`src/vga_macros.svh`:
```
`ifndef VGA_MACROS_SVH
`define VGA_MACROS_SVH

// Visible frame, in pixels and lines
`define FRAME_W 640
`define FRAME_H 480

// Horizontal blanking, in clock cycles
`define H_FRONT 16
`define H_PULSE 96
`define H_BACK 48

// Vertical blanking, in whole lines
`define V_FRONT 10
`define V_PULSE 2
`define V_BACK 33

// Counter width, covers 800 cycles and 525 lines
`define COORD_W 10

// Buffer address width and depth
`define ADDR_W 19
`define FB_DEPTH (`FRAME_W * `FRAME_H)

`endif

```
`src/timing_pkg.sv`:
```
package timing_pkg;

	`include "vga_macros.svh"

	// Horizontal or vertical counter value
	typedef logic [`COORD_W-1:0] coord_t;

	// Linear buffer address, y * width + x
	typedef logic [`ADDR_W-1:0] fb_addr_t;

	// Scan phases in the order they occur
	// Shared by the line and the frame machine
	typedef enum logic [1:0] {
		active = 2'd0,
		front = 2'd1,
		pulse = 2'd2,
		back = 2'd3
	} phase_t;

endpackage

```
`src/vga_timing.sv`:
```
`timescale 1ns/10ps

`include "vga_macros.svh"

module vga_timing (
	input logic M10k_pll,
	input logic reset,
	output timing_pkg::fb_addr_t rd_addr,
	output logic video_active,
	output logic h_sync_early,
	output logic v_sync_early
);

	// Line machine
	timing_pkg::phase_t h_phase;
	timing_pkg::coord_t h_count;
	logic h_end;

	// Frame machine
	timing_pkg::phase_t v_phase;
	timing_pkg::coord_t v_count;
	logic v_end;

	// Last cycle of the back porch
	logic line_end;

	////////////////////////////////////////////////////////////
	// Phase tables
	////////////////////////////////////////////////////////////

	// Final count of a phase, lines when vertical, cycles otherwise
	function automatic timing_pkg::coord_t phase_last(timing_pkg::phase_t p, logic vertical);
		int len;
		case (p)
			timing_pkg::active: len = vertical ? `FRAME_H : `FRAME_W;
			timing_pkg::front: len = vertical ? `V_FRONT : `H_FRONT;
			timing_pkg::pulse: len = vertical ? `V_PULSE : `H_PULSE;
			default: len = vertical ? `V_BACK : `H_BACK;
		endcase
		return timing_pkg::coord_t'(len - 1);
	endfunction

	// Active, front, pulse, back, then around again
	function automatic timing_pkg::phase_t phase_next(timing_pkg::phase_t p);
		case (p)
			timing_pkg::active: return timing_pkg::front;
			timing_pkg::front: return timing_pkg::pulse;
			timing_pkg::pulse: return timing_pkg::back;
			default: return timing_pkg::active;
		endcase
	endfunction

	assign h_end = (h_count == phase_last(h_phase, 1'b0));
	assign v_end = (v_count == phase_last(v_phase, 1'b1));
	assign line_end = h_end && (h_phase == timing_pkg::back);

	////////////////////////////////////////////////////////////
	// Scan counters
	////////////////////////////////////////////////////////////

	always_ff @(posedge M10k_pll) begin
		if (reset) begin
			// Start at top left of the visible frame
			h_phase <= timing_pkg::active;
			h_count <= '0;
			v_phase <= timing_pkg::active;
			v_count <= '0;
		end else begin
			// Horizontal steps every cycle
			if (h_end) begin
				h_count <= '0;
				h_phase <= phase_next(h_phase);
			end else begin
				h_count <= h_count + 1'b1;
			end
			// Vertical steps once per full line
			if (line_end) begin
				if (v_end) begin
					v_count <= '0;
					v_phase <= phase_next(v_phase);
				end else begin
					v_count <= v_count + 1'b1;
				end
			end
		end
	end

	// Levels for the current scan position
	// Output stage adds the pipeline delay
	assign video_active = (h_phase == timing_pkg::active) && (v_phase == timing_pkg::active);
	assign h_sync_early = (h_phase != timing_pkg::pulse);
	assign v_sync_early = (v_phase != timing_pkg::pulse);

	// Look-ahead read, zero outside the picture
	assign rd_addr = video_active ? timing_pkg::fb_addr_t'(v_count * `FRAME_W + h_count) : '0;

	// Counters never run past their phase
	a_count_in_phase: assert property (@(posedge M10k_pll) disable iff (reset)
		(h_count <= phase_last(h_phase, 1'b0)) && (v_count <= phase_last(v_phase, 1'b1)))
		else $error("vga_timing: counter beyond phase length");

endmodule

```
`config.mk`:
```
export PLATFORM = sky130hd
export DESIGN_NAME = vga_timing
export DESIGN_NICKNAME = d
export VERILOG_FILES = /design/src/timing_pkg.sv /design/src/vga_timing.sv
export VERILOG_INCLUDE_DIRS = /design/src /design/src/src
export SDC_FILE = /design/constraint.sdc
export NUM_CORES = 1
export LEC_CHECK = 0
export ABC_CLOCK_PERIOD_IN_PS = 4050
export BUFFER_PORTS_ARGS = -buffer_cell sky130_fd_sc_hd__buf_2
export CORE_MARGIN = 4
export CORE_UTILIZATION = 30
export CTS_BUF_LIST = sky130_fd_sc_hd__clkbuf_2
export DETAILED_ROUTE_END_ITERATION = 10
export HOLD_SLACK_MARGIN = 0.15
export SLEW_MARGIN = 10
export SYNTH_ARGS = -nofsm -noshare
export SYNTH_HDL_FRONTEND = slang
export SYNTH_SLANG_ARGS = --single-unit
```
`constraint.sdc`:
```
create_clock -name M10k_pll -period 4.05 [get_ports M10k_pll]
set_clock_uncertainty 0.05 [all_clocks]
set_input_delay 0.81 -clock M10k_pll [delete_from_list [all_inputs] [get_ports M10k_pll]]
set_output_delay 0.81 -clock M10k_pll [all_outputs]
set_load 0.03 [all_outputs]
```
==> flow_summary.yaml <==
place:
  placed_cells: 384
  gp_congestion: 0.792
  dpl_worst_slack_ps: 290
  dp_hpwl_um: 3540
  io_buffers: 23
  placed_area_um2: 2430
clocking:
  clk_pin_slew_worst_paths_ps: 250
  htreeDepth: 1
  numCtsBuffers: 3
  cts_root_buf: "clkbuf_2"
  cts_hold_buf: 0
  clkSinkCount: 24
  clk_path_buf_depth: 2
  cts_tree: "yes"
  clk_latency_ps: 350
synth:
  synth_edf_count: 0
  async_flop_share_pct: 0
  synth_top_cell_by_area: "dfxtp_1"
  yosys_warnings: 0
  yosysTopAreaCellShare_pct: 21.5
  ys_types: 49
  ys.flop_type: "dfxtp_1"
  synth.avg_cell_area_um2: 8.33
  yosysSeqAreaShare_pct: 21.5
  synth_cells: 268
  yosys-top-cells-area: "dfxtp_1 22%, ha_1 17%, nor2_1 6.4%"
  synth_area_um2: 2230
  synth_seq_cells: 24
  synth_nets: 303
power:
  p_sw_share_pct: 21.9
  combPwrFrac_pct: 4.3
  pwr-share-seq_pct: 57.4
  pwr-share-clk_pct: 38.3
  p_int_uw: 329
  p_leak_nw: 1.25
  p_switching_uw: 92.3
  ir_drop_v: 0.000113
  power_density_nw_per_um2: 161
  finalPower_uw: 421
worst_setup_path:
  regToRegEndpoint: "v_phase[1]$_SDFFE_PP0P_"
  crit_end: "rd_addr[18]"
  r2r_start: "v_phase[1]$_SDFFE_PP0P_"
  startpoint_type: "register"
  cp-startpoint: "v_count[1]$_SDFFE_PP0P_"
  regToRegSetupSlack_ps: 1370
  setup.worst_path.class: "reg2out"
  setup.worst_path.end_class: "output pin"
  required_ps: 3190
  path_max_fanout: 3
  worstPathArrival_ps: 3050
  r2r_cells: 9
timing:
  finalHoldViolations: 0
  final-setup-viol-count: 0
  relSlewSlack_pct: 63.1
  timing.final.ws_setup_ps: 138
  worst-slew-pin-transition_ps: 549
  finalCritPeriodShare_pct: 96.6
  period_needed_ps: 3910
  fmax_mhz: 256
  slew_viol_final: 0
detailed_routing:
  vias: 1935
  drc: 0
  drtPass1Iterations: 4
  wl_per_cell_um: 12.3
  vias_per_cell: 4.90
  wirelength_um: 4840
  drt-initial-drc-count: 104
  ant_nets: 0
grt:
  overflow: 0
  grtUsageTotal_pct: 11.3
  grt_pass1_vias: 1830
  grt_pass1_wl_um: 8380
  grt_start_max_net_pins: 16
  antenna_found_initial: 0
layout:
  postLayoutCoreUtil_pct: 36.1
  layout.nets: 332
  drive_gt1_share_pct: 22.0
  fin_cells: 395
  fin_area_um2: 2620
  diodes: 0
  area_growth_pct: 17.2
floorplanning:
  io_pins: 24
  core_area_um2: 7250
  die-area_um2: 8880
  start_util_pct: 30.8
  fp.dieH_um: 94.3
  rows: 31
  die_w_um: 94.3
run:
  cap_violations: 0
hold_path:
  hold_path.class: "reg2reg"
status:
  status: "completed"
==> power groups by stage <==
| stage | logic (mW) | registers, mW | clock network [mW] |
|---|---|---|---|
| after global routing | 0.0202 | 0.243 | 0.177 |
| after CTS | 0.0185 | 0.243 | 0.169 |
| after detailed placement | 0.0184 | 0.248 | 0 |
| after floorplan | 0.0140 | 0.247 | 0 |
| after global placement | 0.0185 | 0.248 | 0 |
| final | 0.0183 | 0.242 | 0.161 |
==> cells in the mapped netlist, types with 2 or more instances <==
master    instances
nor4_1            3
xnor2_1          11
a211o_1           2
nand2b_1          4
nor2_1           38
ha_1             31
fa_1              2
nor3_1            4
clkbuf_1          5
nand2_1           9
and4_1            3
o21ai_0           3
a21oi_1          17
or3_1             3
xor2_1           15
nand3_1          14
or3b_1            7
nand4_1           3
dfxtp_1          24
a21o_1            5
and3_2            3
o21ai_1           7
inv_1             8
and3_1           16
mux2i_1           4
nor2b_1           4
==> critical path: stages (launching register included) <==
cell,delay [ps]
dfxtp_2,390
ha_4,240
ha_4,160
fa_2,410
a211o_1,360
buf_4,170
a21oi_4,130
nor2_2,60
and4_1,160
nand3_1,100
mux2_1,330
buf_4,170
==> timing repair <==
action,4_1_cts,5_1_grt
endpoints found under the hold margin,0,0
gates resized for setup,4,20
pin swaps,2,6
setup buffers,3,4
cloned,0,0
endpoints found under the setup margin,2,4
==> routing by layer <==
metal	vias to the layer above	global-route usage, %	routed length, µm
li1	1010	-	-
met3	2	2.00	119
met2	22	19.6	2390
met1	901	14.8	2310
met4	0	2.05	29
met5	-	0	0
==> cell families (layout without fill, tap and decap cells) <==
group / count (synthesis) / after routing / share of synthesized area (%)
AOI/OAI and AO/OA: 41 / 41 / 11.1
DFF: 24 / 24 / 21.5
muxes: 5 / 5 / 2.30
adders and majority gates: 33 / 33 / 19.2
and+or+nand+nor: 123 / 123 / 32.1
xor gates and xnor gates: 26 / 26 / 10.2
buffers and inverters: 16 / 44 / 3.64
==> worst min-delay path by stage <==
stage / from / endpoint / slack, ps / depth (start not counted)
floorplan: h_count[0]$_SDFF_PP0_ / h_count[0]$_SDFF_PP0_ / 410 / 1
global placement: h_count[0]$_SDFF_PP0_ / h_count[0]$_SDFF_PP0_ / 440 / 1
detailed placement: h_count[0]$_SDFF_PP0_ / h_count[0]$_SDFF_PP0_ / 450 / 1
CTS: v_count[0]$_SDFFE_PP0P_ / v_count[0]$_SDFFE_PP0P_ / 500 / 2
global route: v_count[4]$_SDFFE_PP0P_ / v_count[4]$_SDFFE_PP0P_ / 540 / 2
finish: h_count[0]$_SDFF_PP0_ / h_count[0]$_SDFF_PP0_ / 490 / 1
==> cell type report <==
type,instances,area [µm²]
Clock buffer,3,15.0
Clock inverter,1,30.0
Fill cell,779,4640
Inverter,8,30.0
Multi-Input combinational cell,228,1730
Sequential cell,24,497
Tap cell,99,124
Timing Repair Buffer,32,185
==> per-stage QoR <==
stage / setup TNS (ps) / hold WS [ps]
after floorplan: 0 / 406
after detailed placement: 0 / 445
after global routing: -9.78 / 536
final: 0 / 495
after CTS: 0 / 500
after global placement: 0 / 443
==> cell usage in the layout, fill, tap and decap left out, drive strengths merged, types with 2 or more instances in the layout <==
| cell | netlist | layout |
|---|---|---|
| inv | 8 | 8 |
| and4 | 3 | 3 |
| nand2b | 4 | 4 |
| or3 | 3 | 3 |
| or3b | 7 | 7 |
| ha | 31 | 31 |
| nand2 | 10 | 10 |
| xnor2 | 11 | 11 |
| buf | 1 | 32 |
| clkbuf | 5 | 3 |
| nor2 | 38 | 38 |
| or2 | 3 | 3 |
| a21oi | 17 | 17 |
| dfxtp | 24 | 24 |
| a21o | 5 | 5 |
| o21ai | 10 | 10 |
| xor2 | 15 | 15 |
| mux2i | 4 | 4 |
| and3 | 19 | 19 |
| nor4 | 4 | 4 |
| fa | 2 | 2 |
| a211o | 2 | 2 |
| nor2b | 4 | 4 |
| nor3 | 5 | 5 |
| nand3 | 15 | 15 |
| nand4 | 3 | 3 |
==> sequential cells by signal, indices dropped and copies added (netlist names) <==
signal and flops:
h_phase 2, v_phase 2, h_count 10, v_count 10
(Power assumes the default switching activity.)
