==> config.mk <==
export PLATFORM = sky130hd
export DESIGN_NAME = pattern_writer
export DESIGN_NICKNAME = d
export VERILOG_FILES = /design/src/pixel_pkg.sv /design/src/timing_pkg.sv /design/src/pattern_writer.sv
export VERILOG_INCLUDE_DIRS = /design/src /design/src/src
export SDC_FILE = /design/constraint.sdc
export NUM_CORES = 1
export LEC_CHECK = 0
export ABC_AREA = 1
export BUFFER_PORTS_ARGS = -buffer_cell sky130_fd_sc_hd__buf_2
export CAP_MARGIN = 20
export CELL_PAD_IN_SITES_DETAIL_PLACEMENT = 0
export CELL_PAD_IN_SITES_GLOBAL_PLACEMENT = 2
export CORE_MARGIN = 2
export CORE_UTILIZATION = 33
export DETAILED_ROUTE_END_ITERATION = 10
export MAX_ROUTING_LAYER = met4
export PLACE_DENSITY = 0.75
export REMOVE_ABC_BUFFERS = 1
export SYNTH_ARGS = -nofsm -noshare
export SYNTH_HDL_FRONTEND = slang
export SYNTH_SLANG_ARGS = --single-unit
==> constraint.sdc <==
create_clock -name M10k_pll -period 2.85 [get_ports M10k_pll]
set_clock_uncertainty 0.05 [all_clocks]
set_input_delay 0 -clock M10k_pll [delete_from_list [all_inputs] [get_ports M10k_pll]]
set_output_delay 0 -clock M10k_pll [all_outputs]
set_load 0.005 [all_outputs]
==> src/vga_macros.svh <==
`ifndef VGA_MACROS_SVH
`define VGA_MACROS_SVH

// Visible frame, in pixels and lines
`define FRAME_W 640
`define FRAME_H 480

// Horizontal blanking, in clock cycles
`define H_FRONT 16
`define H_PULSE 96
`define H_BACK 48

// Vertical blanking, in whole lines
`define V_FRONT 10
`define V_PULSE 2
`define V_BACK 33

// Counter width, covers 800 cycles and 525 lines
`define COORD_W 10

// Buffer address width and depth
`define ADDR_W 19
`define FB_DEPTH (`FRAME_W * `FRAME_H)

`endif

==> src/pixel_pkg.sv <==
package pixel_pkg;

	// RGB 3-3-2, red in the top bits
	typedef struct packed {
		logic [2:0] red;
		logic [2:0] green;
		logic [1:0] blue;
	} rgb332_t;

	// Same byte seen two ways
	// Raw on the write side and in memory, fields at the output
	typedef union packed {
		logic [7:0] raw;
		rgb332_t fields;
	} pixel_t;

	// One 8-bit DAC channel
	typedef logic [7:0] channel_t;

	////////////////////////////////////////////////////////////
	// Quadrant colours
	////////////////////////////////////////////////////////////

	// Upper left
	localparam pixel_t color_red = pixel_t'(8'b111_000_00);

	// Lower left
	localparam pixel_t color_green = pixel_t'(8'b000_111_00);

	// Upper right
	localparam pixel_t color_blue = pixel_t'(8'b000_000_11);

	// Lower right, full red plus full green
	localparam pixel_t color_yellow = pixel_t'(8'b111_111_00);

endpackage

==> src/timing_pkg.sv <==
package timing_pkg;

	`include "vga_macros.svh"

	// Horizontal or vertical counter value
	typedef logic [`COORD_W-1:0] coord_t;

	// Linear buffer address, y * width + x
	typedef logic [`ADDR_W-1:0] fb_addr_t;

	// Scan phases in the order they occur
	// Shared by the line and the frame machine
	typedef enum logic [1:0] {
		active = 2'd0,
		front = 2'd1,
		pulse = 2'd2,
		back = 2'd3
	} phase_t;

endpackage

==> src/pattern_writer.sv <==
`timescale 1ns/10ps

`include "vga_macros.svh"

module pattern_writer (
	input logic M10k_pll,
	input logic reset,
	output logic wr_en,
	output timing_pkg::fb_addr_t wr_addr,
	output pixel_pkg::pixel_t wr_pixel
);

	// Raster position of the next write
	timing_pkg::coord_t x;
	timing_pkg::coord_t y;
	logic x_last;
	logic y_last;
	pixel_pkg::pixel_t quad_pixel;

	assign x_last = (x == `FRAME_W - 1);
	assign y_last = (y == `FRAME_H - 1);

	// Quadrant select, left half first
	always_comb begin
		if (x < `FRAME_W / 2) begin
			quad_pixel = (y < `FRAME_H / 2) ? pixel_pkg::color_red : pixel_pkg::color_green;
		end else begin
			quad_pixel = (y < `FRAME_H / 2) ? pixel_pkg::color_blue : pixel_pkg::color_yellow;
		end
	end

	// Raster walk, one pixel per cycle, wraps at end of frame
	always_ff @(posedge M10k_pll) begin
		if (reset) begin
			x <= '0;
			y <= '0;
			wr_en <= 1'b0;
		end else begin
			// Writes run forever once out of reset
			wr_en <= 1'b1;
			x <= x_last ? '0 : x + 1'b1;
			if (x_last) begin
				y <= y_last ? '0 : y + 1'b1;
			end
		end
	end

	// Write word for the coordinate held this cycle
	always_ff @(posedge M10k_pll) begin
		wr_addr <= timing_pkg::fb_addr_t'(y * `FRAME_W + x);
		wr_pixel <= quad_pixel;
	end

	// Address must land inside the buffer
	a_wr_addr_range: assert property (@(posedge M10k_pll) disable iff (reset)
		wr_en |-> wr_addr < `FB_DEPTH)
		else $error("pattern_writer: write address %0d out of range", wr_addr);

endmodule

==> results of run 1 <==
-- cells in the final DEF, fill, tap and decap left out, drive strengths merged --
cell         synthesis  routed
nor4                 1       1
o21ai                8       8
a21oi               17      17
a31oi                1       1
dfxtp               43      43
nand4                7       7
dlygate4sd3          0       1
fa                   2       2
xnor2                5       5
nor2                26      26
nor3                13      13
nand3               26      26
buf                  5      29
or2                  1       1
xor2                12      12
nand2               66      66
a21o                 1       1
nand3b               1       1
a211oi               1       1
and2                 1       1
nor3b                1       1
bufinv               0       2
inv                 43      44
ha                  21      21
clkbuf               1       5
-- final cells by class --
class	instances	area, sq um
clock buffer	5	68.8
timing repair buffer	30	155
sequential	43	861
tap	96	120
clock inverter	3	71.3
fill	741	4120
multi-input combinational	211	1270
inverter	43	161
-- routing by layer --
metal	vias up	GRT usage, %	wire [um]
met5	-	-	0
met3	6	3.11	151
met2	28	23.1	2130
met4	0	3.72	54
li1	1042	-	-
met1	831	18.0	2460
-- stage by stage --
step	setup WS, ns	instance area, sq um
after global routing	0.192	2710
after floorplan	0.559	2290
final	0.369	2710
after CTS	0.328	2710
after global placement	0.451	2560
after detailed placement	0.362	2560
-- logic make-up after synthesis --
group / Yosys count / synth area share, %
simple gates: 143 / 28.2
flops: 43 / 36.9
compound gates: 28 / 6.27
xor+xnor: 17 / 7.02
fa+ha+maj: 23 / 13.0
buf+inv: 49 / 8.69
-- how the worst max path moves through the flow --
stage / start / endpoint / slack, ns
after floorplan: y[1] / wr_addr[18] / 0.56
after global placement: y[1] / wr_addr[18] / 0.45
after detailed placement: y[1] / wr_addr[18] / 0.36
after CTS: y[1] / wr_addr[18] / 0.33
after global routing: y[1] / wr_addr[18] / 0.19
final: y[1] / wr_addr[18] / 0.37
-- critical path, stage by stage (launching register included) --
cell and delay [ns]:
sky130_fd_sc_hd__dfxtp_1 0.44, sky130_fd_sc_hd__ha_1 0.27, sky130_fd_sc_hd__ha_1 0.24, sky130_fd_sc_hd__fa_1 0.57, sky130_fd_sc_hd__nand2_1 0.07, sky130_fd_sc_hd__nor2_1 0.08, sky130_fd_sc_hd__nand2_1 0.05, sky130_fd_sc_hd__nand2_1 0.09
sky130_fd_sc_hd__inv_1 0.05, sky130_fd_sc_hd__nor2_2 0.14, sky130_fd_sc_hd__nand3_2 0.11, sky130_fd_sc_hd__nor3_1 0.14, sky130_fd_sc_hd__nor2_1 0.06
-- registers in the layout, indices dropped and copies added, names as in the netlist --
| signal | count |
|---|---|
| y | 10 |
| wr_pixel | 3 |
| wr_addr | 19 |
| x | 10 |
| wr_en | 1 |
-- power by group --
| group | total [W] | switching (W) | leakage (nW) | internal [W] |
|---|---|---|---|---|
| Sequential | 0.000612 | 0.00000379 | 0.348 | 0.000608 |
| Combinational | 0.0000199 | 0.0000117 | 0.873 | 0.00000822 |
| Clock | 0.000596 | 0.000240 | 0.0703 | 0.000356 |
| Total | 0.00123 | 0.000256 | 1.29 | 0.000972 |
==> flow_summary.toml, run 1 <==
[run_status]
run_status = "finished, final reports clean"

[clocking]
postCtsSetupBuffers = 0
cts_num_sinks = 43
insertion_delay_ns = 0.30
post_cts_resize_count = 0
cts.hold.buffers_added = 1
tritoncts.num_buffers = 5
clk_root_buffer_cell = "sky130_fd_sc_hd__clkbuf_8"
clock_tree_from_tritoncts = "done"
clock_pin_slew_on_the_worst_setup_and_hold_paths_ns = 0.10
cts_max_path_buffers = 2
htreeDepth = 2

[synthesis]
async_flop_share_pct = 0
synth_area_sq_um = 2330
postSynthCellCount = 303
yosys.cell_count.top_type = "sky130_fd_sc_hd__nand2_1"
synth-seq-cells = 43
post_synth_num_cell_types = 31
post_synth_main_area_contributors = "sky130_fd_sc_hd__dfxtp_1, sky130_fd_sc_hd__ha_1, sky130_fd_sc_hd__nand2_1"
synthesis.yosys.warnings = 0
post-synth-top-area-cell = "sky130_fd_sc_hd__dfxtp_1"
netlist_top_cells_count = "sky130_fd_sc_hd__nand2_1, sky130_fd_sc_hd__dfxtp_1, sky130_fd_sc_hd__inv_1"
synth_seq_area_share_pct = 36.9
synth.avg_cell_area_sq_um = 7.70
synthDominantCellAreaShare_pct = 36.9
synth-edff-count = 0
synth_flop_cell = "sky130_fd_sc_hd__dfxtp_1"

[layout]
post_route_cells_drive_above_1_share_pct = 15.2
area_growth_syn_to_layout_pct = 16.0
layoutNonFillerInstCount = 431
post-route-util_pct = 39.6
final_net_count = 359
n_diodes = 0

[critical_path]
timing.reg2reg.worst_path_depth = 12
critical_path_peak_fanout = 5
startpoint_type = "flip-flop"
end_of_the_worst_register_to_register_path = "wr_addr[18]"
critPathArrivalTime_ns = 2.62
path_class = "flip-flop to flip-flop"
critPathRequiredTime_ns = 2.99
kind_of_capture_point_of_the_worst_setup_path = "flip-flop"
worst-r2r-setup-slack_ns = 0.37
worstReg2RegStart = "y[1]"

[placement]
cell_count_after_placement = 422
finalWeightedCongestion = 0.743
input_output_buffers = 29
hpwlAfterDp_um = 3700

[global_route]
grt_overflow = 0
largest_net_degree_at_the_start_of_global_routing = 16
first_global_vias = 1863
antenna_found_initial = 0
global_route_wire_length_before_repair_um = 8360
track_usage_pct = 14.2

[drt]
drt_first_iter_violations = 36
dr.pass1.iters = 4
remaining_drc_errors = 0
routedWlPerCell_um = 11.1
finalWirelength_um = 4790
drtAntennaViolNets = 0
route.vias.total = 1907
post_drt_via_cell_ratio = 4.42

[sta]
max_freq_mhz = 403
total_setup_violations_reported_at_the_end_of_the_flow = 0
slew_viol_final = 0
worst_slew_pin_slew_ns = 0.461
tns_ns = 0
final.min_clock_period_ns = 2.48
final_hold_viol_count = 0
whs_ns = 0.327
rsz0062_at_grt = "false"
layout_worst_path_cycle_share_pct = 87.0
timing.max_slew.rel_slack_pct = 69.0

[floorplanning]
die_h_um = 88.1
floorplan.die_area_sq_um = 7760
start_util_pct = 34.2
core_area_sq_um = 6830
ios = 30
row_count = 30
die_w_um = 88.1

[min_path]
worstHoldEndpoint = "wr_addr[1]"
hold_path_class = "flip-flop to flip-flop"
timing.hold.worst_path_depth = 0
min-delay-start = "x[1]"

[power]
vdd_drop_max_mv = 0.217
power_density_nw_per_um2 = 454
power_w = 0.00123
power.static_leakage_nw = 1.29

[job]
maxCapViolCount = 0
Power figures use the tool's default switching activity.
==> run 2, diff against run 1 <==
==> constraint.sdc (replaced) <==
create_clock -name M10k_pll -period 2.85 [get_ports M10k_pll]
set_clock_uncertainty 0.05 [all_clocks]
set_input_delay 0.1425 -clock M10k_pll [delete_from_list [all_inputs] [get_ports M10k_pll]]
set_output_delay 0.1425 -clock M10k_pll [all_outputs]
set_load 0.005 [all_outputs]
==> run 2 against run 1 <==
Effect of this change: utilization down 0.15 points; power fell by 0.11%; sequential power barely moved; fmax hardly changed; combinational power is 5% lower; design area down 0.37%; non-clock buffer count shrank 1; first-iteration DRC count up 19%; worst hold slack lost 0.25 ns; highest routed layer unchanged.
==> flow_summary.toml, run 2 (synthesis results as in run 1) <==
[run_status]
run_status = "finished, final reports clean"

[critical_path]
critPathRequiredTime_ns = 2.99
worstReg2RegStart = "y[1]"
worst-r2r-setup-slack_ns = 0.37
termination_of_the_worst_setup_path = "wr_addr[18]"
critical_path_peak_fanout = 5
critPathArrivalTime_ns = 2.62
path_class = "flip-flop to flip-flop"
worst_setup_path_startpoint = "y[1]"
kind_of_capture_point_of_the_worst_setup_path = "flip-flop"
end_of_the_worst_register_to_register_path = "wr_addr[18]"
timing.reg2reg.worst_path_depth = 12
startpoint_type = "flip-flop"

[floorplanning]
row_count = 30
start_util_pct = 34.2
die_h_um = 88.1
ios = 30
die_w_um = 88.1
floorplan.die_area_sq_um = 7760
core_area_sq_um = 6830

[global_route]
first_global_vias = 1860
global_route_wire_length_before_repair_um = 8340
antenna_found_initial = 0
largest_net_degree_at_the_start_of_global_routing = 16
grt_overflow = 0
track_usage_pct = 14.2

[sta]
slew_viol_final = 0
max_freq_mhz = 403
total_setup_violations_reported_at_the_end_of_the_flow = 0
worst_slew_pin_slew_ns = 0.460
tns_ns = 0
rsz0062_at_grt = "false"
final.min_clock_period_ns = 2.48
whs_ns = 0.0816
final_hold_viol_count = 0
layout_worst_path_cycle_share_pct = 87.0
timing.max_slew.rel_slack_pct = 69.1

[clocking]
clock_pin_slew_on_the_worst_setup_and_hold_paths_ns = 0.10
clock_tree_from_tritoncts = "done"
insertion_delay_ns = 0.30
cts_max_path_buffers = 2
tritoncts.num_buffers = 5
cts_num_sinks = 43
clk_root_buffer_cell = "sky130_fd_sc_hd__clkbuf_8"
postCtsSetupBuffers = 0
post_cts_resize_count = 0
htreeDepth = 2
cts.hold.buffers_added = 0

[placement]
hpwlAfterDp_um = 3700
input_output_buffers = 29
cell_count_after_placement = 422
finalWeightedCongestion = 0.743

[layout]
final_net_count = 358
post_route_cells_drive_above_1_share_pct = 15.3
largest_registers_in_the_final_layout = "wr_addr (19), x (10), y (10)"
area_growth_syn_to_layout_pct = 15.6
fill_cells = 744
layoutNonFillerInstCount = 430
max_flop_register = "wr_addr"
n_diodes = 0
most-common-layout-cells = "sky130_fd_sc_hd__nand2_1, sky130_fd_sc_hd__dfxtp_1, sky130_fd_sc_hd__inv_1"
largest_register_ffs = 19
layout.cells.most_common = "sky130_fd_sc_hd__nand2_1"

[min_path]
hold_path_class = "primary input to flip-flop"

[drt]
drtAntennaViolNets = 0
remaining_drc_errors = 0
post_drt_via_cell_ratio = 4.44
routedWlPerCell_um = 11.1
finalWirelength_um = 4790
dr.pass1.iters = 4
route.vias.total = 1909
drt_first_iter_violations = 43

[power]
power.static_leakage_nw = 1.29
power_density_nw_per_um2 = 455
vdd_drop_max_mv = 0.217

[job]
maxCapViolCount = 0
-- run 2: cell count changes in the layout (fill, tap and decap cells not counted), sizes merged --
cell         delta
dlygate4sd3     -1
-- run 2: worst max-delay path: stages (launching register included) --
cell and delay, ns:
sky130_fd_sc_hd__dfxtp_1 0.44, sky130_fd_sc_hd__ha_1 0.27, sky130_fd_sc_hd__ha_1 0.24, sky130_fd_sc_hd__fa_1 0.57
sky130_fd_sc_hd__nand2_1 0.07, sky130_fd_sc_hd__nor2_1 0.08, sky130_fd_sc_hd__nand2_1 0.05, sky130_fd_sc_hd__nand2_1 0.09
sky130_fd_sc_hd__inv_1 0.05, sky130_fd_sc_hd__nor2_2 0.14, sky130_fd_sc_hd__nand3_2 0.11, sky130_fd_sc_hd__nor3_1 0.14
sky130_fd_sc_hd__nor2_1 0.06
-- run 2: cell type report --
| cell class | instances | area (sq um) | area share (%) |
|---|---|---|---|
| tap | 96 | 120 | 4.45 |
| sequential | 43 | 861 | 31.9 |
| inverter | 43 | 161 | 5.98 |
| timing repair buffer | 29 | 145 | 5.38 |
| multi-input combinational | 211 | 1270 | 47.1 |
| clock inverter | 3 | 71.3 | 2.64 |
| clock buffer | 5 | 68.8 | 2.55 |
-- run 2: metrics by stage --
stage | setup WS [ns] | area [sq um] | total power (W) | util (%)
3_5_place_dp | 0.362 | 2560 | 0.000645 | 37.4
5_1_grt | 0.192 | 2700 | 0.00127 | 39.5
3_3_place_gp | 0.451 | 2560 | 0.000645 | 37.4
4_1_cts | 0.328 | 2700 | 0.00125 | 39.5
6_report | 0.370 | 2700 | 0.00123 | 39.5
2_1_floorplan | 0.559 | 2290 | 0.000636 | -
-- run 2: metal layers --
| metal | vias up | wire length [um] | part of all wire [%] | GRT usage (%) |
|---|---|---|---|---|
| met5 | - | 0 | 0 | - |
| li1 | 1039 | - | - | - |
| met4 | 0 | 54 | 1.1 | 3.72 |
| met1 | 838 | 2460 | 51 | 17.9 |
| met3 | 6 | 149 | 3.1 | 3.11 |
| met2 | 26 | 2130 | 44 | 23.1 |
-- run 2: how the worst min path moves through the flow --
stage,start,to,slack (ns),depth (start not counted)
final,reset,y[6],0.08,2
after global routing,reset,y[9],0.08,2
after CTS,reset,y[6],0.07,2
after detailed placement,x[6],wr_addr[6],0.31,0
after global placement,x[6],wr_addr[6],0.31,0
after floorplan,reset,y[5],0.16,1
-- run 2: report_power, final --
group / switching, W / internal, W / total (W)
Sequential: 0.00000379 / 0.000608 / 0.000612
Combinational: 0.0000117 / 0.00000733 / 0.0000190
Clock: 0.000240 / 0.000356 / 0.000596
