<file path="src/pixel_pkg.sv">
package pixel_pkg;

	// RGB 3-3-2, red in the top bits
	typedef struct packed {
		logic [2:0] red;
		logic [2:0] green;
		logic [1:0] blue;
	} rgb332_t;

	// Same byte seen two ways
	// Raw on the write side and in memory, fields at the output
	typedef union packed {
		logic [7:0] raw;
		rgb332_t fields;
	} pixel_t;

	// One 8-bit DAC channel
	typedef logic [7:0] channel_t;

	////////////////////////////////////////////////////////////
	// Quadrant colours
	////////////////////////////////////////////////////////////

	// Upper left
	localparam pixel_t color_red = pixel_t'(8'b111_000_00);

	// Lower left
	localparam pixel_t color_green = pixel_t'(8'b000_111_00);

	// Upper right
	localparam pixel_t color_blue = pixel_t'(8'b000_000_11);

	// Lower right, full red plus full green
	localparam pixel_t color_yellow = pixel_t'(8'b111_111_00);

endpackage

</file>
<file path="src/pixel_output.sv">
`timescale 1ns/10ps

module pixel_output (
	input logic M10k_pll,
	input logic reset,
	input pixel_pkg::pixel_t rd_pixel,
	input logic video_active,
	input logic h_sync_early,
	input logic v_sync_early,
	output logic hsync,
	output logic vsync,
	output logic blank_n,
	output pixel_pkg::channel_t red,
	output pixel_pkg::channel_t green,
	output pixel_pkg::channel_t blue
);

	// Controls held one cycle to stay in step with the memory read
	logic active_d1;
	logic hsync_d1;
	logic vsync_d1;

	always_ff @(posedge M10k_pll) begin
		if (reset) begin
			// Syncs idle high
			active_d1 <= 1'b0;
			hsync_d1 <= 1'b1;
			vsync_d1 <= 1'b1;
			hsync <= 1'b1;
			vsync <= 1'b1;
			blank_n <= 1'b0;
			red <= '0;
			green <= '0;
			blue <= '0;
		end else begin
			active_d1 <= video_active;
			hsync_d1 <= h_sync_early;
			vsync_d1 <= v_sync_early;
			// Second delay lines up with the colour
			hsync <= hsync_d1;
			vsync <= vsync_d1;
			blank_n <= active_d1;
			// Fields go to the top bits with zero fill below
			// Black during blanking
			red <= active_d1 ? {rd_pixel.fields.red, 5'b0} : '0;
			green <= active_d1 ? {rd_pixel.fields.green, 5'b0} : '0;
			blue <= active_d1 ? {rd_pixel.fields.blue, 6'b0} : '0;
		end
	end

	// Blank and black two cycles after the scan leaves the picture
	a_black_in_blank: assert property (@(posedge M10k_pll) disable iff (reset)
		!$past(video_active, 2) |-> !blank_n && (red == '0) && (green == '0) && (blue == '0))
		else $error("pixel_output: colour during blanking");

endmodule

</file>
<file path="config.mk">
export PLATFORM = sky130hd
export DESIGN_NAME = pixel_output
export DESIGN_NICKNAME = d
export VERILOG_FILES = /design/src/pixel_pkg.sv /design/src/pixel_output.sv
export SDC_FILE = /design/constraint.sdc
export NUM_CORES = 1
export LEC_CHECK = 0
export ABC_AREA = 1
export BUFFER_PORTS_ARGS = -buffer_cell sky130_fd_sc_hd__buf_2
export CORE_UTILIZATION = 36
export CTS_BUF_LIST = sky130_fd_sc_hd__clkbuf_16
export CTS_CLUSTER_DIAMETER = 60
export CTS_CLUSTER_SIZE = 40
export DETAILED_ROUTE_END_ITERATION = 12
export PLACE_DENSITY = 0.77
export SETUP_SLACK_MARGIN = 0.5
export SYNTH_ARGS = -nofsm -noshare
export SYNTH_HDL_FRONTEND = slang
export SYNTH_SLANG_ARGS = --single-unit
</file>
<file path="constraint.sdc">
create_clock -name M10k_pll -period 0.8 [get_ports M10k_pll]
set_input_delay 0.08 -clock M10k_pll [delete_from_list [all_inputs] [get_ports M10k_pll]]
set_output_delay 0.08 -clock M10k_pll [all_outputs]
set_load 0.01 [all_outputs]
</file>
==> metrics.md, run 1 <==
| Metric | Value |
|---|---|
| Slowest CP cell | dfxtp_2 |
| Pre-CTS setup slack | roughly 0.21 ns |
| DRT Pass-1 Iters | 1 |
| Synth top area cells | dfxtp_1 54%, buf_4 23%, inv_1 7.3% |
| TritonCTS clock tree | built |
| Yosys top cell by area | dfxtp_1 |
| Worst-path clk slew | 0.04 ns |
| Fillers | 112 |
| Post-synthesis simple-gate area fraction | a little over an eighth |
| Rows | 13 |
| Compound-gate portion of the synthesized area | 0% |
| CTS sink cnt | 14 |
| Final net count | 97 |
| Die height | 39.8 um |
| Worst path max stage delay | 0.31 ns |
| Adder-cell share of the synthesized area | 0% |
| Post-route setup slack | around 0.059 ns |
| Tmin final | about 0.74 ns |
| Endpoint class of the critical path | output pin |
| Final setup viols | 0 |
| Total power per unit cell area | 2310 mW/mm2 |
| CP cell instances | buf_6 |
| PortBufs | 23 |
| CP Max Fanout | 1 |
| Largest net degree at the start of global routing | 8 |
| Slew Viols, Final | 0 |
| DR iter-0 viols | 0 |
| Worst path required time | 0.72 ns |
| Family with the most delay on the worst path | flip-flops |
| Vias in the first global route | slightly below 300 |
| Crit path DAT | 0.66 ns |
| Yosys top cell area share | 54.4% |
| Synth warn | 0 |
| Post-synthesis mux area share | 0% |
| HP Class | in2reg |
| RSZ-0062 raised after global routing | true |
| Remaining DRCs | 0 |
| Setup crit start kind | register |
| Largest family of logic cells by synthesized area | buffers and inverters |
| FMAX | 1350 MHz |
| Die width | 39.8 um |
| Cells after synthesis | between 50 and 60 |
| Core Region | 0.00132 mm2 |
| Root cell of the clock tree | clkbuf_16 |
| DP HPWL | 519 um |
| VDD IR-drop max | 1020 uV |
| WS Path Type | reg2out |
| Setup TNS | 0 ns |
| #FFs+latches synth | 14 |
| Placed Area | 598 um2 |
| Design Area, Final | 762 um2 |
| GR Overflow Total | 0 |
| Worst path bufs/invs | 1 |
| Post-synthesis sequential area ratio | ~54% |
| H-tree depth | 1 |
| Total of max-cap violations | 0 |
| Total clock buffers created by CTS | 3 |
| WL final | slightly above 800 um |
| Distinct cells, synth | 8 |
| Total Power | 1.76 mW |
| Post-synthesis cell area | 515 um2 |
| First-pass GRT wire length | 1.09 mm |
| Number of antenna diodes | 0 |
| Status | completed |
| Mean Syn Cell Area | approximately 9.2 um2 |
| Initial antenna violation count | 0 |
| Leak | 0.418 nW |
| Boundary pin count | 40 |
| Final Hold Vio Count | 0 |
| Wire per inst | 8.36 um |
| Tcrit/Tclk final | 92.6% |
| Initial core utilization | 39.1% |
| Xor-xnor portion of the synthesized cell area | 0% |
| Die footprint | around 0.0016 mm2 |
| Antenna-violating nets left | 0 |
| Skew-Pair Late Insertion Delay | 0.23 ns |
| Via-to-Cell Ratio | 3.64 |
| Max Buffers Root-to-Sink | 2 |
| Setup Skew | 0.00330 ns |
| Fraction of layout cells with a size suffix above 1 | 54.9% |
| Area delta synth->final | 47.8% |
| Tot GR Track Use | 11.8% |
| Routability cong. | 0.549 |
| Via count | roughly 350 |
==> cell families after synthesis <==
family / Yosys count
other: 1
buffers and inverters: 27
DFF: 14
and+or+nand+nor: 14
==> final timing paths <==
path | startpoint | end | slack [ns] | depth (start not counted)
setup / recovery | green[7]$_SDFF_PP0_ | green[7] | 0.06 | 1
setup reg to reg | active_d1$_SDFF_PP0_ | blue[7]$_SDFF_PP0_ | 0.19 | 2
hold reg to reg | hsync_d1$_SDFF_PP1_ | hsync$_SDFF_PP1_ | 0.40 | 1
hold / removal | reset | active_d1$_SDFF_PP0_ | 0.007 | 2
==> synth_stat cells <==
cell,number
buf_4,16
nand2_4,1
or2_1,4
inv_1,10
nor2_1,9
inv_2,1
conb_1,1
dfxtp_1,14
==> cell usage in the layout (no fill, tap or decap) <==
cell       count
or2_1          4
dfxtp_2        9
buf_2         13
inv_2          2
buf_6         10
nor2_1         4
clkbuf_16      3
nand2_4        2
conb_1        16
dfxtp_4        1
inv_1          9
nor2_2         5
dfxtp_1        4
==> repair_timing <==
item,4_1_cts,5_1_grt
hold buffers,0,0
endpoints found under the hold margin,0,0
resized for setup,14,4
gates cloned,1,0
endpoints found under the setup margin,24,22
pin swaps,2,0
setup buffers,0,0
==> worst register-to-register path: cells and delay by family, from the launching register on <==
family / cells / cell delay, ns
flops: 1 / 0.35
simple gates: 2 / 0.15
==> state kept, by name, indices dropped and copies added (netlist names) <==
name	count
active_d1	1
blank_n	1
blue	2
green	3
hsync	1
hsync_d1	1
red	3
vsync	1
vsync_d1	1
==> area by class of cell <==
| cell class | instances | area, um2 | area share, % |
|---|---|---|---|
| Timing Repair Buffer | 23 | 178 | 23.3 |
| Multi-Input combinational cell | 31 | 154 | 20.2 |
| Inverter | 11 | 41.3 | 5.42 |
| Tap cell | 15 | 18.8 | 2.46 |
| Sequential cell | 14 | 295 | 38.8 |
| Clock buffer | 3 | 75.1 | 9.85 |
==> power breakdown <==
part | internal [mW] | switching, mW | leakage [nW]
clock network | 0.648 | 0.230 | 0.0370
logic | 0.0633 | 0.0824 | 0.262
registers | 0.727 | 0.0117 | 0.119
==> metal layers <==
layer,vias to the layer above,track usage [%],wire (um)
met5,-,0,0
met4,0,10.3,10
met3,2,5.11,92
met2,29,24.2,425
met1,145,6.83,282
li1,177,-,-
==> stage by stage <==
| step | instances | utilization, % | hold slack, ns |
|---|---|---|---|
| 3_3_place_gp | 93 | 45.4 | 0.261 |
| 3_5_place_dp | 93 | 45.4 | 0.259 |
| 2_1_floorplan | 71 | - | 0.144 |
| 6_report | 97 | 57.8 | 0.00745 |
| 5_1_grt | 97 | 57.8 | 0.0127 |
| 4_1_cts | 97 | 57.1 | 0.00883 |
Note: power is estimated with default switching activity, not from simulation.
==> run 2, diff against run 1 <==
--- a/config.mk
+++ b/config.mk
@@ -7,12 +7,14 @@
 export LEC_CHECK = 0
 export ABC_AREA = 1
 export BUFFER_PORTS_ARGS = -buffer_cell sky130_fd_sc_hd__buf_2
-export CORE_UTILIZATION = 36
+export CELL_PAD_IN_SITES_DETAIL_PLACEMENT = 1
+export CELL_PAD_IN_SITES_GLOBAL_PLACEMENT = 2
+export CORE_UTILIZATION = 19
 export CTS_BUF_LIST = sky130_fd_sc_hd__clkbuf_16
 export CTS_CLUSTER_DIAMETER = 60
 export CTS_CLUSTER_SIZE = 40
 export DETAILED_ROUTE_END_ITERATION = 12
-export PLACE_DENSITY = 0.77
+export PLACE_DENSITY = 0.78
 export SETUP_SLACK_MARGIN = 0.5
 export SYNTH_ARGS = -nofsm -noshare
 export SYNTH_HDL_FRONTEND = slang
==> run 2 against run 1 <==
  * Wire length increased by 6.9%
  * First-iteration DRC count increased by 3
  * Clock skew decreased by 0.0029 ns
  * Via count increased by 2.3%
  * Design area increased by 7.7%
  * Non-clock buffer count unchanged
  * Critical path type unchanged
  * Critical endpoint is now hsync
  * Largest cell class unchanged
  * Highest routed layer is now met3
==> metrics.md, run 2 (synthesized netlist as in run 1, its figures left out) <==
| Metric | Value |
|---|---|
| Status | completed |
| Endpoint class of the critical path | output pin |
| HP Class | in2reg |
| Family with the most delay on the worst path | flip-flops |
| Final setup viols | 0 (unchanged) |
| Remaining DRCs | 0 (unchanged) |
| Core Region | 0.00252 mm2 (+91%) |
| Most frequent cells in the layout | 16 x conb_1, 12 x buf_2, 10 x dfxtp_2, 10 x buf_6, 9 x inv_1 |
| WL final | 867 um (+6.9%) |
| CTS Hold Bufs | 0 (unchanged) |
| RSZ-0062 raised after global routing | true |
| Die width | 54.1 um (+36%) |
| Initial antenna violation count | 0 (unchanged) |
| Initial core utilization | 20.4% (-19 points) |
| Tot GR Track Use | 6.73% (-5.1 points) |
| Total power per unit cell area | 2190 mW/mm2 (-5.4%) |
| Max Buffers Root-to-Sink | 2 (unchanged) |
| Final Hold Vio Count | 0 (unchanged) |
| Post-route setup slack | 0.0607 ns (+0.00175 ns) |
| Setup TNS | 0 ns (unchanged) |
| Design Area, Final | 821 um2 (+7.7%) |
| Placed Area | 617 um2 (+3.1%) |
| Total Power | 1.80 mW (+1.9%) |
| Tcrit/Tclk final | 92.4% (-0.22 points) |
| Area delta synth->final | 59.2% |
| VDD IR-drop max | 938 uV (-8.0%) |
| CTS sink cnt | 14 (unchanged) |
| Total of max-cap violations | 0 (unchanged) |
| Skew-Pair Late Insertion Delay | 0.23 ns (about the same) |
| Clock Power Share | 49.8% (about the same) |
| GR Overflow Total | 0 (unchanged) |
| Slew Viols, Final | 0 (unchanged) |
| PortBufs | 23 (unchanged) |
| Total clock buffers created by CTS | 3 (unchanged) |
| Fraction of layout cells with a size suffix above 1 | 57.3% (+2.4 points) |
| Int Power | 1.44 mW (+0.40%) |
| Vias in the first global route | 304 (+5.2%) |
| Final net count | 97 (unchanged) |
| CP cell instances | buf_6 |
| Net Sw Frac | 19.6% (+1.2 points) |
| Rows | 18 (+5) |
| Switch Pwr | 0.352 mW (+8.4%) |
| Slowest CP cell | dfxtp_2 |
| Logic pwr share | 8.9% (+0.6 points) |
| Worst path max stage delay | 0.31 ns (about the same) |
| Die height | 54.1 um (+36%) |
| DR iter-0 viols | 3 (+3) |
| Tmin final | 0.739 ns (-0.00175 ns) |
| Root cell of the clock tree | clkbuf_16 |
| Leak | 0.417 nW (-0.30%) |
| CP Max Fanout | 1 (unchanged) |
| TritonCTS clock tree | built |
| Worst-path clk slew | 0.04 ns (about the same) |
| Setup crit start kind | register |
| Antenna-violating nets left | 0 (unchanged) |
| Number of antenna diodes | 0 (unchanged) |
| Routability cong. | 0.560 (+2.1%) |
| DP HPWL | 653 um (+26%) |
| Crit path DAT | 0.66 ns (about the same) |
| Setup Skew | 0.000442 ns (-0.00286 ns) |
| Worst path bufs/invs | 1 (unchanged) |
| Largest net degree at the start of global routing | 8 (unchanged) |
| H-tree depth | 1 (unchanged) |
| Via-to-Cell Ratio | 3.22 (-11%) |
| Worst path required time | 0.72 ns (about the same) |
| Sequential power share | 41.2% (-0.7 points) |
| WS Path Type | reg2out |
| Wire per inst | 7.74 um (-7.4%) |
| Boundary pin count | 40 (unchanged) |
| Die footprint | 0.00293 mm2 (+84%) |
| Via count | 361 (+2.3%) |
| DRT Pass-1 Iters | 4 (+3) |
| Setup bufs post-CTS | 0 (unchanged) |
| Pre-CTS setup slack | 0.214 ns (+0.00249 ns) |
| First-pass GRT wire length | 1.29 mm (+18%) |
| Top flop regs | green x3, red x3, blue x2 |
| Commonest non-fill, non-tap cell in the layout | conb_1 |
| FMAX | 1350 MHz (+0.24%) |
## run 2: per-stage QoR
step | hold slack (ns) | util, % | std cells
3_3_place_gp | 0.265 | 24.5 | 108
4_1_cts | 0.0174 | 30.3 | 112
6_report | 0.0230 | 32.5 | 112
3_5_place_dp | 0.263 | 24.5 | 108
5_1_grt | 0.0192 | 32.5 | 112
2_1_floorplan | 0.144 | - | 71
## run 2: area by class of cell
class	count	area [um2]
Fill cell	295	1700
Inverter	11	41.3
Tap cell	30	37.5
Multi-Input combinational cell	31	190
Clock buffer	3	75.1
Sequential cell	14	297
Timing Repair Buffer	23	180
## run 2: final timing paths
check | from | endpoint | slack (ns) | cells after the start
setup reg to reg | active_d1$_SDFF_PP0_ | blue[6]$_SDFF_PP0_ | 0.19 | 2
hold reg to reg | hsync_d1$_SDFF_PP1_ | hsync$_SDFF_PP1_ | 0.40 | 1
hold / removal | v_sync_early | vsync_d1$_SDFF_PP1_ | 0.02 | 2
setup / recovery | hsync$_SDFF_PP1_ | hsync | 0.06 | 1
## run 2: what timing repair did
action | 4_1_cts | 5_1_grt
gates cloned | 1 | 0
pin swaps | 0 | 2
setup endpoints to repair | 24 | 24
resized for setup | 12 | 14
## run 2: power by group through the flow
stage	clock (mW)	sequential (mW)	combinational, mW
floorplan	0	0.756	0.117
global placement	0	0.746	0.118
detailed placement	0	0.746	0.120
CTS	0.928	0.738	0.139
global route	0.978	0.742	0.180
finish	0.895	0.741	0.161
## run 2: routing by layer
metal	part of all wire (%)	global-route usage [%]	up-vias
li1	-	-	179
met3	14	3.11	0
met4	0	6.41	0
met5	0	0	-
met1	44	6.81	150
met2	42	10.1	32
==> run 3, diff against run 2 <==
==> constraint.sdc (replaced) <==
create_clock -name M10k_pll -period 0.8 [get_ports M10k_pll]
set_input_delay 0.16 -clock M10k_pll [delete_from_list [all_inputs] [get_ports M10k_pll]]
set_output_delay 0.16 -clock M10k_pll [all_outputs]
set_load 0.01 [all_outputs]
==> run 3 against run 2 <==
  * Critical path type unchanged
  * The flow now finishes with violations (setup timing)
  * Hold slack better by 0.043 ns
  * Clock power increased by 4.7%
  * Sequential power about the same
  * Design area up 5.8%
  * Largest power group unchanged
  * Clock skew is 0.00070 ns higher
  * Wire length is 22% higher
  * Total power rose by 3.7%
  * Fmax decreased by 10%
  * Utilization rose by 1.9 points
==> metrics.md, run 3 (synthesized netlist as in run 1, its figures left out) <==
| Metric | Value |
|---|---|
| Tmin final | 0.825 ns (+0.0859 ns) |
| Routability cong. | 0.624 (+11%) |
| Slew Viols, Final | 0 (unchanged) |
| Remaining DRCs | 0 (unchanged) |
| CTS sink cnt | 14 (unchanged) |
| Initial antenna violation count | 0 (unchanged) |
| CTS Hold Bufs | 0 (unchanged) |
| Most frequent cells in the layout | 16 x conb_1, 11 x buf_6, 11 x buf_2, 9 x dfxtp_2, 8 x inv_1 |
| Number of antenna diodes | 0 (unchanged) |
| Skew-Pair Late Insertion Delay | 0.24 ns (about the same) |
| Antenna-violating nets left | 0 (unchanged) |
| TritonCTS clock tree | built |
| HP Class | in2reg |
| WS Path Type | reg2out |
| DP HPWL | 697 um (+6.7%) |
| Family with the most delay on the worst path | flip-flops |
| Fillers | 294 (-0.34%) |
| Setup Skew | 0.00114 ns (+0.000698 ns) |
| Die height | 54.1 um (unchanged) |
| Tot GR Track Use | 7.39% (+0.66 points) |
| DR iter-0 viols | 0 (-3) |
| Initial core utilization | 20.4% (unchanged) |
| Final net count | 97 (unchanged) |
| Setup crit start kind | register |
| Via-to-Cell Ratio | 3.46 (+7.4%) |
| DRT Pass-1 Iters | 1 (-3) |
| Die footprint | 0.00293 mm2 (unchanged) |
| Total clock buffers created by CTS | 3 (unchanged) |
| Non-Filler Instances | 113 (+0.89%) |
| Leak | 0.419 nW (+0.43%) |
| Post-route setup slack | -0.0252 ns (-0.0859 ns) |
| Worst path bufs/invs | 1 (unchanged) |
| Final Hold Vio Count | 0 (unchanged) |
| Fraction of layout cells with a size suffix above 1 | 59.0% (+1.7 points) |
| Via count | 391 (+8.3%) |
| VDD IR-drop max | 1240 uV (+33%) |
| Status | finished with violations |
| Total power per unit cell area | 2150 mW/mm2 (-1.9%) |
| Core Region | 0.00252 mm2 (unchanged) |
| Commonest non-fill, non-tap cell in the layout | conb_1 |
| Vias in the first global route | 330 (+8.6%) |
| Total of max-cap violations | 0 (unchanged) |
| Crit path DAT | 0.67 ns (about the same) |
| RSZ-0062 raised after global routing | true |
| GR Overflow Total | 0 (unchanged) |
| Final setup viols | 11 (+11) |
| Max Buffers Root-to-Sink | 2 (unchanged) |
| Setup TNS | -0.239 ns (-0.239 ns) |
| Wire per inst | 9.34 um (+21%) |
| First-pass GRT wire length | 1.34 mm (+3.7%) |
| Failing checks | setup timing |
| Rows | 18 (unchanged) |
| WL final | 1.06 mm (+22%) |
| Pre-CTS setup slack | 0.162 ns (-0.0523 ns) |
| CP Max Fanout | 1 (unchanged) |
| Tcrit/Tclk final | 103% (+11 points) |
| Worst path required time | 0.64 ns (-0.08 ns) |
| H-tree depth | 1 (unchanged) |
| Worst-path clk slew | 0.04 ns (about the same) |
| PortBufs | 23 (unchanged) |
| CP cell instances | buf_6 |
| Area delta synth->final | 68.4% |
| FMAX | 1210 MHz (-10%) |
| Endpoint class of the critical path | output pin |
| Largest net degree at the start of global routing | 9 (+1) |
| Boundary pin count | 40 (unchanged) |
| Slowest CP cell | dfxtp_2 |
| Root cell of the clock tree | clkbuf_16 |
| # placed instances | 108 (unchanged) |
| Top flop regs | green x3, red x3, blue x2 |
| Worst path max stage delay | 0.31 ns (about the same) |
| Die width | 54.1 um (unchanged) |
==> run 3: changes by cell type in the layout (fill, tap and decap cells not counted), sizes merged <==
cell    delta
clkinv     +1
==> run 3: report_power, final <==
part           internal [mW]  switching, mW
combinational         0.0793          0.106
sequential             0.726         0.0148
clock                  0.660          0.278
total                   1.46          0.399
==> run 3: per-stage QoR <==
| stage | power (mW) | hold slack (ns) | cell area [um2] | utilization [%] |
|---|---|---|---|---|
| finish | 1.86 | 0.0657 | 868 | 34.4 |
| detailed placement | 0.872 | 0.341 | 624 | 24.8 |
| global placement | 0.870 | 0.338 | 624 | 24.8 |
| global route | 1.95 | 0.0820 | 868 | 34.4 |
| floorplan | 0.875 | 0.219 | 592 | - |
| CTS | 1.86 | 0.0641 | 796 | 31.5 |
==> run 3: layout make-up <==
| class | instances | area [um2] | share of cell area [%] |
|---|---|---|---|
| inverters | 11 | 48.8 | 5.62 |
| well taps | 30 | 37.5 | 4.32 |
| multi-input cells | 31 | 214 | 24.6 |
| repair buffers | 23 | 194 | 22.3 |
| clock inverters | 1 | 3.75 | 0.432 |
| flip-flops and latches | 14 | 295 | 34.0 |
| clock buffers | 3 | 75.1 | 8.65 |
==> run 3: per-layer routing <==
| layer | vias up | share of wire (%) | global-route usage, % |
|---|---|---|---|
| met4 | 0 | 3.0 | 6.41 |
| li1 | 181 | - | - |
| met1 | 173 | 30 | 5.53 |
| met2 | 32 | 52 | 12.6 |
| met5 | - | 0 | 0 |
| met3 | 5 | 15 | 5.08 |
==> run 3: worst paths after layout <==
check | start | slack (ns) | cells after the start | end
worst max-delay path | blue[7]$_SDFF_PP0_ | -0.03 | 1 | blue[7]
worst min-delay path | reset | 0.07 | 2 | active_d1$_SDFF_PP0_
worst max register to register | active_d1$_SDFF_PP0_ | 0.16 | 2 | blue[6]$_SDFF_PP0_
worst min register to register | hsync_d1$_SDFF_PP1_ | 0.40 | 1 | hsync$_SDFF_PP1_
==> run 3: what timing repair did <==
action	4_1_cts	5_1_grt
resized for setup	16	17
gates cloned	1	0
setup buffers	0	0
pin swaps	4	1
endpoints found under the setup margin	24	24
